`config.mk`:
```
export PLATFORM = sky130hd
export DESIGN_NAME = trg_top
export DESIGN_NICKNAME = d
export VERILOG_FILES = /design/src/hw/trg_pkg.sv /design/src/hw/trig_if.sv /design/src/hw/baseline_cal.sv /design/src/hw/event_framer.sv /design/src/hw/run_control.sv /design/src/hw/threshold_trigger.sv /design/src/hw/trg_top.sv
export SDC_FILE = /design/constraint.sdc
export NUM_CORES = 1
export LEC_CHECK = 0
export ABC_CLOCK_PERIOD_IN_PS = 4450
export BUFFER_PORTS_ARGS = -buffer_cell sky130_fd_sc_hd__buf_4
export CAP_MARGIN = 0
export CORE_ASPECT_RATIO = 1.5
export CORE_MARGIN = 2
export CORE_UTILIZATION = 55
export CTS_CLUSTER_SIZE = 20
export DETAILED_ROUTE_END_ITERATION = 6
export GPL_ROUTABILITY_DRIVEN = 0
export MAX_ROUTING_LAYER = met4
export PLACE_DENSITY = 0.79
export SYNTH_ARGS = -nofsm -noshare
export SYNTH_HDL_FRONTEND = slang
export SYNTH_SLANG_ARGS = --single-unit
```
`constraint.sdc`:
```
create_clock -name AXIS_ACLK -period 4.45 [get_ports AXIS_ACLK]
set_clock_uncertainty 0.05 [all_clocks]
set_input_delay 0.445 -clock AXIS_ACLK [delete_from_list [all_inputs] [get_ports AXIS_ACLK]]
set_output_delay 0.445 -clock AXIS_ACLK [all_outputs]
set_load 0.01 [all_outputs]
```
`src/hw/trg_pkg.sv`:
```
package trg_pkg;

    // stream geometry
    localparam int TDATA_WIDTH      = 128;
    localparam int SAMPLES_PER_BEAT = 8;
    localparam int SLOT_WIDTH       = 16;
    localparam int ADC_WIDTH        = 12;

    // time base
    localparam int TIME_WIDTH = 16;

    // threshold as a share of full scale, 4095 * 10 / 100 = 409
    localparam int THRESHOLD_PCT = 10;
    localparam int THRESHOLD_VAL = ((1 << ADC_WIDTH) - 1) * THRESHOLD_PCT / 100;

    // post-acquisition window in beats
    localparam int POST_LEN       = 38;
    localparam int POST_CNT_WIDTH = $clog2(POST_LEN + 1);

    // calibration window, a power of two so the average is a shift
    localparam int CAL_LOG   = 4;
    localparam int CAL_BEATS = 1 << CAL_LOG;

    typedef enum logic [1:0] {
        EXEC_INIT = 2'b00,
        EXEC_IDLE = 2'b01,
        EXEC_TRG  = 2'b11
    } exec_state_t;

endpackage

```
`src/hw/trig_if.sv`:
```
`timescale 1ns/100ps

interface trig_if import trg_pkg::*; ();

    // levels, a record spans every cycle with start_trg high
    logic                   start_trg;
    logic                   finalize_trg;
    logic [TIME_WIDTH-1:0]  time_stamp;
    // input beat aligned with the flags
    logic [TDATA_WIDTH-1:0] tdata;

    modport src (
        output start_trg,
        output finalize_trg,
        output time_stamp,
        output tdata
    );

    modport dst (
        input start_trg,
        input finalize_trg,
        input time_stamp,
        input tdata
    );

endinterface

```
`src/hw/baseline_cal.sv`:
```
`timescale 1ns/100ps

module baseline_cal import trg_pkg::*; (
    input  logic                   AXIS_ACLK,
    input  logic                   AXIS_ARESETN,
    input  exec_state_t            exec_state,
    input  logic [TDATA_WIDTH-1:0] s_axis_tdata,
    output logic [ADC_WIDTH-1:0]   baseline
);

    localparam int ACC_WIDTH = ADC_WIDTH + CAL_LOG;

    logic [ACC_WIDTH-1:0] acc;
    logic [ACC_WIDTH-1:0] acc_next;
    logic [ACC_WIDTH-1:0] slot0_ext;
    logic [CAL_LOG-1:0]   beat_cnt;
    logic                 in_init;

    assign in_init   = (exec_state == EXEC_INIT);
    assign slot0_ext = {{CAL_LOG{1'b0}}, s_axis_tdata[ADC_WIDTH-1:0]};

    // first calibration beat starts a fresh sum
    assign acc_next = (beat_cnt == '0) ? slot0_ext : acc + slot0_ext;

    always_ff @(posedge AXIS_ACLK)
    begin
        if (in_init)
            acc <= acc_next;
    end

    always_ff @(posedge AXIS_ACLK)
    begin
        if (!AXIS_ARESETN)
        begin
            beat_cnt <= '0;
            baseline <= '0;
        end
        else if (in_init)
        begin
            beat_cnt <= beat_cnt + 1'b1;
            // last beat of the window, average ready for the first armed beat
            if (beat_cnt == CAL_LOG'(CAL_BEATS - 1))
                baseline <= acc_next[ACC_WIDTH-1:CAL_LOG];
        end
        else
        begin
            beat_cnt <= '0;
        end
    end

endmodule

```
`src/hw/event_framer.sv`:
```
`timescale 1ns/100ps

module event_framer import trg_pkg::*; (
    input  logic                   AXIS_ACLK,
    input  logic                   AXIS_ARESETN,
    trig_if.dst                    trg,
    output logic [TDATA_WIDTH-1:0] m_tdata,
    output logic                   m_tvalid,
    output logic                   m_tuser,
    output logic                   m_tlast,
    output logic [TIME_WIDTH-1:0]  m_time_stamp,
    output logic [15:0]            event_count
);

    // falling edge of start_trg seen one cycle ahead of the output
    assign m_tlast = m_tvalid && !trg.start_trg;

    always_ff @(posedge AXIS_ACLK)
    begin
        if (!AXIS_ARESETN)
        begin
            m_tvalid    <= 1'b0;
            m_tuser     <= 1'b0;
            event_count <= '0;
        end
        else
        begin
            m_tvalid <= trg.start_trg;
            // rising edge, m_tvalid still holds the previous flag
            m_tuser  <= trg.start_trg && !m_tvalid;
            if (m_tlast)
                event_count <= event_count + 1'b1;
        end
    end

    always_ff @(posedge AXIS_ACLK)
    begin
        m_tdata      <= trg.tdata;
        m_time_stamp <= trg.time_stamp;
    end

    a_markers_valid: assert property (@(posedge AXIS_ACLK) disable iff (!AXIS_ARESETN)
        (m_tuser || m_tlast) |-> m_tvalid)
        else $error("record marker without m_tvalid");

    // a record only closes at the end of a post window
    a_last_after_window: assert property (@(posedge AXIS_ACLK) disable iff (!AXIS_ARESETN)
        m_tlast |-> $past(trg.finalize_trg))
        else $error("m_tlast outside the post window");

endmodule

```
`src/hw/run_control.sv`:
```
`timescale 1ns/100ps

module run_control import trg_pkg::*; (
    input  logic                  AXIS_ACLK,
    input  logic                  AXIS_ARESETN,
    input  logic                  run,
    input  logic                  stop,
    output exec_state_t           exec_state,
    output logic [TIME_WIDTH-1:0] current_time
);

    logic [CAL_LOG-1:0] cal_cnt;
    logic               start_run;

    // a run during calibration is ignored, stop always wins
    assign start_run = run && !stop && (exec_state != EXEC_INIT);

    always_ff @(posedge AXIS_ACLK)
    begin
        if (!AXIS_ARESETN)
        begin
            exec_state   <= EXEC_IDLE;
            cal_cnt      <= '0;
            current_time <= '0;
        end
        else
        begin
            // time base restarts at INIT entry
            if (start_run)
                current_time <= '0;
            else
                current_time <= current_time + 1'b1;

            if (stop)
            begin
                exec_state <= EXEC_IDLE;
            end
            else if (start_run)
            begin
                exec_state <= EXEC_INIT;
                cal_cnt    <= '0;
            end
            else if (exec_state == EXEC_INIT)
            begin
                cal_cnt <= cal_cnt + 1'b1;
                if (cal_cnt == CAL_LOG'(CAL_BEATS - 1))
                    exec_state <= EXEC_TRG;
            end
        end
    end

    // arming only ever follows a calibration window
    a_trg_from_init: assert property (@(posedge AXIS_ACLK) disable iff (!AXIS_ARESETN)
        ($changed(exec_state) && exec_state == EXEC_TRG) |-> $past(exec_state) == EXEC_INIT)
        else $error("exec_state entered TRG without calibration");

endmodule

```
`src/hw/threshold_trigger.sv`:
```
`timescale 1ns/100ps

module threshold_trigger import trg_pkg::*; (
    input  logic                   AXIS_ACLK,
    input  logic                   AXIS_ARESETN,
    input  exec_state_t            exec_state,
    input  logic [ADC_WIDTH-1:0]   baseline,
    input  logic [TIME_WIDTH-1:0]  current_time,
    input  logic [TDATA_WIDTH-1:0] s_axis_tdata,
    trig_if.src                    trg
);

    logic [SAMPLES_PER_BEAT-1:0] over;
    logic                        hot;
    logic                        zone;
    logic                        zone_d;
    logic [POST_CNT_WIDTH-1:0]   post_cnt;
    logic [TDATA_WIDTH-1:0]      tdata_d1;

    // per-slot subtract, clamped at zero so quiet dips never fire
    for (genvar i = 0; i < SAMPLES_PER_BEAT; i++)
    begin : g_slot
        logic [ADC_WIDTH-1:0] sample;
        logic [ADC_WIDTH-1:0] diff;

        assign sample  = s_axis_tdata[SLOT_WIDTH*i +: ADC_WIDTH];
        assign diff    = (sample > baseline) ? sample - baseline : '0;
        assign over[i] = (diff >= ADC_WIDTH'(THRESHOLD_VAL));
    end

    assign hot = (exec_state == EXEC_TRG) && (|over);

    always_ff @(posedge AXIS_ACLK)
    begin
        if (!AXIS_ARESETN)
        begin
            zone             <= 1'b0;
            zone_d           <= 1'b0;
            post_cnt         <= '0;
            trg.start_trg    <= 1'b0;
            trg.finalize_trg <= 1'b0;
        end
        else
        begin
            zone   <= hot;
            zone_d <= zone;

            if (zone)
            begin
                // active phase, also restarts a running window
                trg.start_trg    <= 1'b1;
                trg.finalize_trg <= 1'b0;
                post_cnt         <= '0;
            end
            else if (zone_d)
            begin
                // signal just fell back, open the window
                trg.start_trg    <= 1'b1;
                trg.finalize_trg <= 1'b1;
                post_cnt         <= POST_CNT_WIDTH'(1);
            end
            else if (trg.finalize_trg && post_cnt < POST_CNT_WIDTH'(POST_LEN))
            begin
                trg.start_trg    <= 1'b1;
                trg.finalize_trg <= 1'b1;
                post_cnt         <= post_cnt + 1'b1;
            end
            else
            begin
                trg.start_trg    <= 1'b0;
                trg.finalize_trg <= 1'b0;
                post_cnt         <= '0;
            end
        end
    end

    // two-stage data delay to line up with start_trg
    always_ff @(posedge AXIS_ACLK)
    begin
        tdata_d1  <= s_axis_tdata;
        trg.tdata <= tdata_d1;
        if (hot)
            trg.time_stamp <= current_time;
    end

    a_fin_with_start: assert property (@(posedge AXIS_ACLK) disable iff (!AXIS_ARESETN)
        trg.finalize_trg |-> trg.start_trg)
        else $error("finalize_trg high without start_trg");

    a_post_bound: assert property (@(posedge AXIS_ACLK) disable iff (!AXIS_ARESETN)
        post_cnt <= POST_CNT_WIDTH'(POST_LEN))
        else $error("post counter past window length");

endmodule

```
`src/hw/trg_top.sv`:
```
`timescale 1ns/100ps

module trg_top import trg_pkg::*; (
    input  logic                   AXIS_ACLK,
    input  logic                   AXIS_ARESETN,
    input  logic [TDATA_WIDTH-1:0] s_axis_tdata,
    input  logic                   run,
    input  logic                   stop,
    output exec_state_t            exec_state,
    output logic [ADC_WIDTH-1:0]   baseline,
    output logic [TDATA_WIDTH-1:0] m_tdata,
    output logic                   m_tvalid,
    output logic                   m_tuser,
    output logic                   m_tlast,
    output logic [TIME_WIDTH-1:0]  m_time_stamp,
    output logic [15:0]            event_count
);

    logic [TIME_WIDTH-1:0] current_time;

    trig_if trg_link ();

    run_control run_control_i (
        .AXIS_ACLK    (AXIS_ACLK),
        .AXIS_ARESETN (AXIS_ARESETN),
        .run          (run),
        .stop         (stop),
        .exec_state   (exec_state),
        .current_time (current_time)
    );

    baseline_cal baseline_cal_i (
        .AXIS_ACLK    (AXIS_ACLK),
        .AXIS_ARESETN (AXIS_ARESETN),
        .exec_state   (exec_state),
        .s_axis_tdata (s_axis_tdata),
        .baseline     (baseline)
    );

    threshold_trigger threshold_trigger_i (
        .AXIS_ACLK    (AXIS_ACLK),
        .AXIS_ARESETN (AXIS_ARESETN),
        .exec_state   (exec_state),
        .baseline     (baseline),
        .current_time (current_time),
        .s_axis_tdata (s_axis_tdata),
        .trg          (trg_link.src)
    );

    event_framer event_framer_i (
        .AXIS_ACLK    (AXIS_ACLK),
        .AXIS_ARESETN (AXIS_ARESETN),
        .trg          (trg_link.dst),
        .m_tdata      (m_tdata),
        .m_tvalid     (m_tvalid),
        .m_tuser      (m_tuser),
        .m_tlast      (m_tlast),
        .m_time_stamp (m_time_stamp),
        .event_count  (event_count)
    );

endmodule

```
Word-level counts from Yosys, hierarchy flattened --
Index checks and enable logic that the tools add are counted.
Cells by class: bitwise operators 3, eq/ne operators 3, reductions and logical operators 25, add/subtract/negate cells 14, magnitude comparators 17, multiplexer cells 19
Operator list (count):
- >= comparator 12 x 9 -> 1 bit, second input constant | 8
- greater-than comparator 12 bit | 8
- two-way mux 12 bit | 8
- subtractor 12 bit | 8
- adder 16 x 1 -> 16 bit, second input constant | 2
- adder 16 x 12 -> 16 bit | 1
- two-way mux 16 bit | 1
- AND reduction 2 bit | 5
- adder 4 x 1 -> 4 bit, second input constant | 2
- equality test 4 bit, second input constant | 2
- two-way mux 1 bit | 8
- two-way mux 4 bit | 2
- OR reduction 8 bit | 1
- adder 6 x 1 -> 6 bit, second input constant | 1
- logical AND 1 bit | 6
- less-than comparator 6 bit, second input constant | 1
- nonzero test 2 bit | 3
- OR reduction 2 bit | 3
- logical NOT 4 bit | 1
- OR reduction 4 bit | 1
- logical NOT 1 bit | 3
- inverter 1 bit | 3
- OR reduction 3 bit | 1
- equality test 2 bit, second input constant | 1
- logical NOT 2 bit | 1
Storage, ports and cells: input bits 132, register bits 498, word-level logic and storage cells 102, output and inout bits 177

Depth between registers and ports, before layout --
Gate-level depths: netlist (run 1).
depth after elaboration 5, gate-level depth with buffers 12, depth with buffers taken out 12

Modules after synthesis --
Synthesis (run 1) repeated with hierarchy kept, for this count alone.
Second synthesis, totals: cell total of the unflattened synthesis 1529, area total of the unflattened synthesis 17445.5 um2
By module, submodules not included:
- threshold_trigger | times used 1, cells each 981, area an instance 10800.4 um2, sequential area each 5805.6 um2
- event_framer | times used 1, cells each 229, area an instance 3676.0 um2, sequential area each 3243.1 um2
- baseline_cal | times used 1, cells each 204, area an instance 1934.4 um2, sequential area each 800.8 um2
- run_control | times used 1, cells each 115, area an instance 1034.7 um2, sequential area each 440.4 um2

Least setup slack after synthesis (run 1) --
Ideal clock, no wire load.
kind register to register, from register baseline_cal_i.baseline[1], to register threshold_trigger_i.trg.time_stamp[0], enable pin, clock period less this slack 4.049 ns, cell stages (with the launch flop) 12, path buffers 0, data arrival time 3.605 ns, setup time 0.394 ns, slack 0.401 ns, data required time 4.006 ns, cell sequence dfxtp_1 > inv_1 > ha_1 > nor2b_1 > o221a_2 > o21a_1 > a2111oi_0 > nor4_1 > a31oi_1 > a211o_1 > a2111oi_4 > a21oi_1
Between the ends: word-level cells in the longest chain between the ends 5, elaborated cells on any way between the ends 34, those cells by class 8 x add/sub; 16 x order compare; 8 x mux; 2 x reduce/logical
Ends and longest elaborated chain:
- start, declared | RTL line baseline_cal.sv:8 | output logic [ADC_WIDTH-1:0] baseline
- start signal, assigned | RTL line baseline_cal.sv:43 | baseline <= acc_next[ACC_WIDTH-1:CAL_LOG];
- subtractor 12 bit or greater-than comparator 12 bit (tied branches) | RTL line threshold_trigger.sv:27 | assign diff = (sample > baseline) ? sample - baseline : '0;
- two-way mux 12 bit | RTL line threshold_trigger.sv:27
- >= comparator 12 x 9 -> 1 bit | RTL line threshold_trigger.sv:28 | assign over[i] = (diff >= ADC_WIDTH'(THRESHOLD_VAL));
- OR reduction 8 bit * | RTL line threshold_trigger.sv:31 | assign hot = (exec_state == EXEC_TRG) && (|over);
- logical AND 1 bit * | RTL line threshold_trigger.sv:31
- named net threshold_trigger_i.hot | RTL line threshold_trigger.sv:14 | logic hot;
- end signal, assigned | RTL line threshold_trigger.sv:83 | trg.time_stamp <= current_time;
- end, declared | RTL line trig_if.sv:15 | output time_stamp,
The timed path passes the listed nets; every way through them passes the cells marked *. A chain may end at the register's enable or synchronous reset.

Final worst setup path (run 1) --
from register baseline_cal_i.baseline[4], to register threshold_trigger_i.trg.time_stamp[0], enable pin
The elaborated chain is that of the path after synthesis.

==> flow_summary_export.csv, run 1 <==
group,metric,value,unit
timing,finalCriticalPeriod,3.81,ns
clock_network,clock-sinks,498,
floorplanning,number_of_top_level_pins,309,
floorplanning,floorplan.die.height,222,um
global_route,grt_first_pass_wirelength,68.9,mm
global_route,grt.busiest_layer,"met2",
synthesis,ys.flop_type,"sky130_fd_sc_hd__dfxtp_1",
clock_network,insertion_delay,0.55,ns
drt,initialDrtViolationCount,990,
floorplanning,row_count,79,
clock_network,htree_num_levels,2,
drt,antenna_violating_nets_post_route,0,
timing,worst_slew_pin_slew,1.14,ns
placed_design,dp_hpwl,30.1,mm
cells_and_area,drive_gt1_share,20.4,%
worst_setup_path,critPathSlowestCell,"sky130_fd_sc_hd__ha_1",
synthesis,syn_inst,1533,
hold_path,min_delay_path_depth,2,
worst_setup_path,regToRegStartpoint,"baseline_cal_i.baseline[4]",
global_route,grt_max_degree,44,
drt,routedWlPerCell,18.6,um
global_route,vias_in_the_first_global_route,13300,
worst_setup_path,path_cells,"inv_1 > ha_1 > nand2_1 > a211oi_1 > mux2_2 > o22ai_1 > a31oi_1 > o31a_1 > a211o_1 > a2111oi_4 > a21oi_1 > buf_4",
worst_setup_path,critical_path_required,4.69,ns
global_route,globalRouteMet3Util,3.82,%
global_route,number_of_antenna_violations_at_the_first_check_in_global_routing,0,
worst_setup_path,path_class,"reg2reg",
cells_and_area,final_nets,2245,
global_route,fraction_of_met1_tracks_used_by_global_routing,29.2,%
global_route,grt-ovfl-total,0,
timing,finalHoldViolations,0,
power_and_ir_drop,ir_drop_worst_vdd,0.310,mV
synthesis,ys_seq_area_share,58.9,%
flow_run,timing.max_cap.violations,0,
global_route,gr-usage-all-layers,27.1,%
power_and_ir_drop,total_leakage_power,0.00988,uW
synthesis,synth.yosys.warnings,0,
synthesis,netlist-cell-type-count,90,
hold_path,min-delay-start,"stop",
synthesis,synth_seq_cells,498,
clock_network,cts_root_buffer,"sky130_fd_sc_hd__clkbuf_16",
synthesis,synth.cell_area,0.0175,mm^2
timing,timing.max_slew.rel_slack,23.3,%
worst_setup_path,critPathArrivalTime,4.06,ns
cells_and_area,antenna-diode-count,0,
floorplanning,die_x,150,um
synthesis,postSynthAreaPerCell,11.4,um^2
hold_path,worst_hold_path_type,"in2reg",
global_route,global_route.usage.met2,48.5,%
placed_design,placement.io_buffers,308,
drt,wl,45.1,mm
clock_network,cts_inserted_buffers,41,
floorplanning,initial_utilization,56.1,%
worst_setup_path,critPathMaxStageDelay,0.59,ns
clock_network,tritoncts,"built",
worst_setup_path,critical_path.reg2reg.endpoint,"threshold_trigger_i.trg.time_stamp[0]",
synthesis,async_flop_share,0,%
drt,vias_per_cell,5.52,
floorplanning,core-area,0.0311,mm^2
clock_network,clockBufferDepth,3,
synthesis,syn_nets,1788,
timing,maxClockFrequency,0.262,GHz
floorplanning,die_area,0.0332,mm^2
timing,finalSetupTns,0,ns
clock_network,post_cts_resized,0,
outcome,result_of_the_run,"finished clean",
timing,rsz0062_at_grt,"no",
timing,setup_violations,0,
clock_network,postCtsSetupBuffers,0,
synthesis,synth_edf_count,32,
timing,finalWorstSetupSlack,0.638,ns
timing,part_of_the_cycle_the_worst_path_needs,85.7,%
worst_setup_path,end_kind,"flop",
hold_path,min_to,"run_control_i.exec_state[0]",
worst_setup_path,critPathLaunchType,"flop",
worst_setup_path,rr_worst_depth,12,
drt,router_iterations_before_antenna_repair,7,
drt,detailroute.via_count,13400,
timing,maxSlewViolCount,0,
cells_and_area,layout.cells.most_common,"sky130_fd_sc_hd__dfxtp_1",
worst_setup_path,worst-r2r-setup-slack,0.64,ns
cells_and_area,layout_common_cells,"466 x sky130_fd_sc_hd__dfxtp_1, 314 x sky130_fd_sc_hd__buf_4, 128 x sky130_fd_sc_hd__dlygate4sd3_1",
placed_design,place_worst_setup_slack,0.719,ns
clock_network,cts_hold_buf,127,
power_and_ir_drop,pwr_density_cell,412,mW/mm^2
clock_network,worst_setup_hold_path_clk_slew,0.07,ns
drt,drc,0,
cells_and_area,syn2layout_area_growth,31.2,%
worst_setup_path,crit_path_max_fanout,16,
[sequential cells by signal, indices dropped and copies added, names as in the netlist, 6 cells and up]
register                            count
baseline_cal_i.acc                     16
threshold_trigger_i.trg.time_stamp     16
event_framer_i.m_tdata                128
run_control_i.current_time             16
threshold_trigger_i.tdata_d1          128
event_framer_i.event_count             16
baseline_cal_i.baseline                12
threshold_trigger_i.post_cnt            6
event_framer_i.m_time_stamp            16
threshold_trigger_i.trg.tdata         128
[cell usage after synthesis, drive strengths merged (24+ instances only)]
| master | instances | area share (%) |
|---|---|---|
| nand2 | 76 | 1.6 |
| inv | 68 | 1.5 |
| nand3 | 37 | 1.1 |
| o21ai | 64 | 1.8 |
| nand4 | 25 | 0.90 |
| edfxtp | 32 | 5.5 |
| nor2 | 84 | 1.8 |
| and2 | 24 | 0.86 |
| dfxtp | 466 | 53 |
| a21oi | 82 | 2.4 |
| nor3 | 25 | 0.72 |
| xnor2 | 45 | 2.3 |
| nor2b | 31 | 1.2 |
| xor2 | 33 | 1.7 |
| o21a | 24 | 1.0 |
| ha | 114 | 8.2 |
[worst max path at each step]
stage | start | endpoint | slack [ns]
after floorplan | baseline_cal_i.baseline[1] | threshold_trigger_i.trg.time_stamp[0] | 0.40
after global placement | s_axis_tdata[64] | threshold_trigger_i.trg.time_stamp[6] | 0.77
after CTS | baseline_cal_i.baseline[4] | threshold_trigger_i.trg.time_stamp[10] | 0.66
after detailed placement | baseline_cal_i.baseline[4] | threshold_trigger_i.trg.time_stamp[3] | 0.72
after global routing | s_axis_tdata[16] | threshold_trigger_i.trg.time_stamp[8] | 0.42
final | baseline_cal_i.baseline[4] | threshold_trigger_i.trg.time_stamp[0] | 0.64
[through the flow]
stage,cell area (um^2),utilization [%],cells,power (uW),hold WS [ns]
after floorplan,17500,-,1533,5290,0.260
after detailed placement,20200,64.9,2224,5630,0.262
after CTS,22900,73.6,2426,9450,0.00326
final,22900,73.6,2427,9440,0.0944
after global routing,22900,73.6,2427,9750,0.0894
after global placement,20200,64.9,2224,5600,0.260
[routing by layer]
layer  vias to the layer above  part of all wire, %
met1                      6306                   37
met5                         -                    0
met2                       565                   52
met3                       148                  5.7
met4                         0                  5.2
li1                       6390                    -
[power breakdown]
group	internal, uW	switching [uW]
Combinational	445	450
Clock	2160	1630
Sequential	4690	61.8
Total	7300	2140
[kinds of logic (layout without fill, tap and decap cells)]
group                    after synthesis  after routing  synth area share, %
flip-flops                           498            498                 58.9
AO/OA/AOI/OAI                        333            333                 13.2
multiplexers                          12             12                0.723
AND/OR/NAND/NOR                      393            393                 11.9
adder cells (fa/ha/maj)              123            123                 9.19
buffers and inverters                 96            585                 2.22
XOR/XNOR                              78             78                 3.91
[worst max-delay path, delay by kind of cell (launching register included)]
family	cells	cell delay, ns
AOI/OAI and AO/OA	7	1.54
adders and majority gates	1	0.59
buffers and inverters	2	0.47
DFF	1	0.34
muxes	1	0.38
and+or+nand+nor	1	0.16
[final cells by class]
type                            instances  area [um^2]
Fill cell                            2050         8210
Sequential cell                       498        10300
Clock inverter                         19          238
Clock buffer                           56         1210
Inverter                               68          255
Timing Repair Buffer                  442         3640
Multi-Input combinational cell        939         6800
Tap cell                              405          507
(Power assumes the default switching activity.)
==> run 2: changes to the inputs <==
--- a/config.mk
+++ b/config.mk
@@ -5,12 +5,13 @@
 export SDC_FILE = /design/constraint.sdc
 export NUM_CORES = 1
 export LEC_CHECK = 0
-export ABC_CLOCK_PERIOD_IN_PS = 4450
+export ABC_AREA = 1
+export ABC_CLOCK_PERIOD_IN_PS = 4200
 export BUFFER_PORTS_ARGS = -buffer_cell sky130_fd_sc_hd__buf_4
 export CAP_MARGIN = 0
 export CORE_ASPECT_RATIO = 1.5
 export CORE_MARGIN = 2
-export CORE_UTILIZATION = 55
+export CORE_UTILIZATION = 56
 export CTS_CLUSTER_SIZE = 20
 export DETAILED_ROUTE_END_ITERATION = 6
 export GPL_ROUTABILITY_DRIVEN = 0
==> constraint.sdc (replaced) <==
create_clock -name AXIS_ACLK -period 4.2 [get_ports AXIS_ACLK]
set_clock_uncertainty 0.05 [all_clocks]
set_input_delay 0.42 -clock AXIS_ACLK [delete_from_list [all_inputs] [get_ports AXIS_ACLK]]
set_output_delay 0.42 -clock AXIS_ACLK [all_outputs]
set_load 0.01 [all_outputs]
==> flow_summary_export.csv, run 2 <==
group,metric,value,unit
outcome,result_of_the_run,"complete, but fails checks",
outcome,failed_checks,"design-rule violations",
drt,detailroute.via_count,15600,
synthesis,synth_top_cells_by_count,"597 x sky130_fd_sc_hd__nand2_1, 466 x sky130_fd_sc_hd__dfxtp_1, 329 x sky130_fd_sc_hd__inv_1",
power_and_ir_drop,ir_drop_worst_vdd,0.348,mV
cells_and_area,final_nets,2874,
synthesis,ys_seq_area_share,55.6,%
placed_design,placement.io_buffers,308,
drt,drc,1,
synthesis,postSynthAreaPerCell,8.65,um^2
synthesis,syn_nets,2397,
timing,part_of_the_cycle_the_worst_path_needs,83.7,%
cells_and_area,layout.cells.most_common,"sky130_fd_sc_hd__nand2_1",
synthesis,syn_inst,2142,
cells_and_area,layout_common_cells,"597 x sky130_fd_sc_hd__nand2_1, 466 x sky130_fd_sc_hd__dfxtp_1, 329 x sky130_fd_sc_hd__inv_1",
worst_setup_path,critPathSlowestCell,"sky130_fd_sc_hd__dfxtp_1",
clock_network,tritoncts,"built",
synthesis,synthTopCellsByArea,"sky130_fd_sc_hd__dfxtp_1 50%, sky130_fd_sc_hd__nand2_1 12%, sky130_fd_sc_hd__ha_1 7.7%, sky130_fd_sc_hd__inv_1 6.7%, sky130_fd_sc_hd__edfxtp_1 5.2%",
worst_setup_path,crit_family,"simple AND/OR/NAND/NOR gates",
timing,rsz0062_at_grt,"no",
clock_network,cts_root_buffer,"sky130_fd_sc_hd__clkbuf_16",
cells_and_area,drive_gt1_share,16.4,%
drt,router_iterations_before_antenna_repair,7,
floorplanning,floorplan.die.height,227,um
floorplanning,initial_utilization,56.7,%
power_and_ir_drop,total_leakage_power,0.0120,uW
synthesis,synth.largest_area_cell,"sky130_fd_sc_hd__dfxtp_1",
placed_design,placed_area,0.0213,mm^2
cells_and_area,multi_input_combinational_cell_area,0.00693,mm^2
worst_setup_path,crit_path_start,"baseline_cal_i.baseline[0]",
worst_setup_path,critPathArrivalTime,3.65,ns
worst_setup_path,path_class,"reg2reg",
synthesis,synth.yosys.warnings,0,
floorplanning,row_count,81,
worst_setup_path,crit_path_max_fanout,16,
cells_and_area,layout_top_registers,"event_framer_i.m_tdata: 128 flops, threshold_trigger_i.tdata_d1: 128 flops, threshold_trigger_i.trg.tdata: 128 flops",
timing,worst_slew_pin_slew,0.736,ns
hold_path,min-delay-start,"stop",
synthesis,synthMostInstantiatedCell,"sky130_fd_sc_hd__nand2_1",
cells_and_area,final.fill_count,2288,
floorplanning,die_area,0.0346,mm^2
floorplanning,core-area,0.0326,mm^2
drt,initialDrtViolationCount,1063,
timing,maxClockFrequency,0.285,GHz
drt,routedWlPerCell,15.7,um
clock_network,insertion_delay,0.55,ns
timing,maxSlewViolCount,0,
placed_design,dp_hpwl,33.0,mm
timing,finalCriticalPeriod,3.51,ns
timing,finalHoldViolations,0,
clock_network,worst_setup_hold_path_clk_slew,0.07,ns
timing,setup_violations,0,
synthesis,synth_edf_count,32,
synthesis,synth_seq_cells,498,
clock_network,clock-sinks,498,
worst_setup_path,regToRegStartpoint,"baseline_cal_i.baseline[0]",
timing,finalSetupTns,0,ns
global_route,gr-usage-all-layers,28.0,%
synthesis,netlist-cell-type-count,44,
global_route,number_of_antenna_violations_at_the_first_check_in_global_routing,1,
drt,vias_per_cell,5.09,
cells_and_area,area.sequential,0.0103,mm^2
floorplanning,die_x,152,um
hold_path,worst_hold_path_type,"in2reg",
global_route,grt_max_degree,22,
worst_setup_path,critPathLaunchType,"flop",
drt,antenna_violating_nets_post_route,0,
synthesis,async_flop_share,0,%
synthesis,synth.cell_area,0.0185,mm^2
worst_setup_path,crit_path_buffers_inverters,2,
synthesis,yosys.area.top_type_share,50.4,%
cells_and_area,postLayoutCellArea,0.0242,mm^2
cells_and_area,syn2layout_area_growth,30.5,%
flow_run,timing.max_cap.violations,0,
worst_setup_path,critical_path_required,4.34,ns
worst_setup_path,critPathMaxStageDelay,0.56,ns
clock_network,htree_num_levels,2,
timing,timing.max_slew.rel_slack,50.9,%
worst_setup_path,end_kind,"flop",
floorplanning,number_of_top_level_pins,309,
drt,wl,48.3,mm
clock_network,cts_inserted_buffers,44,
global_route,grt_first_pass_wirelength,76.0,mm
worst_setup_path,path_cells,"ha_1 > fa_1 > inv_1 > nand3_1 > nand2_1 > nand2_1 > nand3b_1 > nand2_1 > nor2_1 > nand2_1 > nand3_1 > nand2_1 > nand2_1 > nor2_1 > nand2_1 > nand2_1 > inv_1",
global_route,grt-ovfl-total,0,
global_route,vias_in_the_first_global_route,15600,
clock_network,clockBufferDepth,3,
power_and_ir_drop,pwr_density_cell,424,mW/mm^2
worst_setup_path,library_cell_appearing_most_often_on_the_critical_path,"sky130_fd_sc_hd__nand2_1",
synthesis,ys.flop_type,"sky130_fd_sc_hd__dfxtp_1",
run 2: final cells by class:
| class | count | area share, % |
|---|---|---|
| sequential | 498 | 42.6 |
| multi-input combinational | 1298 | 28.7 |
| timing repair buffer | 440 | 15.0 |
| clock buffer | 59 | 5.30 |
| inverter | 337 | 5.24 |
| tap | 415 | 2.15 |
| clock inverter | 22 | 1.03 |
| antenna | 1 | 0.0104 |
run 2: worst reg2reg max path: stages (launching register included):
cell	delay [ns]
sky130_fd_sc_hd__dfxtp_1	0.56
sky130_fd_sc_hd__ha_1	0.35
sky130_fd_sc_hd__fa_1	0.42
sky130_fd_sc_hd__inv_1	0.14
sky130_fd_sc_hd__nand3_1	0.10
sky130_fd_sc_hd__nand2_1	0.11
sky130_fd_sc_hd__nand2_1	0.07
sky130_fd_sc_hd__nand3b_1	0.09
sky130_fd_sc_hd__nand2_1	0.06
sky130_fd_sc_hd__nor2_1	0.12
sky130_fd_sc_hd__nand2_1	0.07
sky130_fd_sc_hd__nand3_1	0.07
sky130_fd_sc_hd__nand2_1	0.13
sky130_fd_sc_hd__nand2_1	0.12
sky130_fd_sc_hd__nor2_1	0.05
sky130_fd_sc_hd__nand2_1	0.11
sky130_fd_sc_hd__nand2_1	0.09
sky130_fd_sc_hd__inv_1	0.45
run 2: timing repair:
action,CTS,global route
gates resized for setup,0,0
buffers inserted,0,0
hold buffers,129,0
hold endpoints to repair,129,0
run 2: final timing paths:
check / endpoint / depth (start not counted) / slack [ns]
min: run_control_i.exec_state[0] / 3 / 0.03
min reg2reg: event_framer_i.m_tdata[90] / 0 / 0.27
max: threshold_trigger_i.trg.time_stamp[11] / 17 / 0.69
max reg2reg: threshold_trigger_i.trg.time_stamp[11] / 17 / 0.69
run 2: metal layers:
| layer | vias to the layer above | GRT usage, % | wire length, um |
|---|---|---|---|
| met5 | - | - | 0 |
| met4 | 0 | 13.6 | 2370 |
| met3 | 187 | 4.30 | 2760 |
| met1 | 7130 | 28.4 | 17400 |
| met2 | 585 | 52.7 | 25800 |
| li1 | 7712 | - | - |
run 2: cells by family (layout without fill, tap and decap cells):
family,count (synthesis),count (layout),share of synthesized area [%]
and+or+nand+nor,1009,1009,23.7
DFF,498,498,55.6
buffers and inverters,346,858,7.03
AOI/OAI and AO/OA,151,151,4.32
adders and majority gates,123,123,8.68
xor gates and xnor gates,15,15,0.709
other,0,1,0
run 2: stage by stage:
stage / hold WS (ns) / power, uW / std cells / setup WS (ns) / utilization (%)
floorplan: 0.260 / 5620 / 2142 / 1.30 / -
global placement: 0.260 / 5950 / 2859 / 0.839 / 65.4
detailed placement: 0.262 / 5980 / 2859 / 0.780 / 65.4
CTS: 0.0149 / 10300 / 3069 / 0.762 / 74.0
global route: 0.0408 / 10600 / 3070 / 0.457 / 74.0
finish: 0.0345 / 10200 / 3070 / 0.686 / 74.0
run 2: power by group:
| part | total, uW | switching [uW] | internal (uW) |
|---|---|---|---|
| sequential | 5040 | 64.1 | 4970 |
| clock | 4230 | 1810 | 2420 |
| combinational | 977 | 527 | 450 |
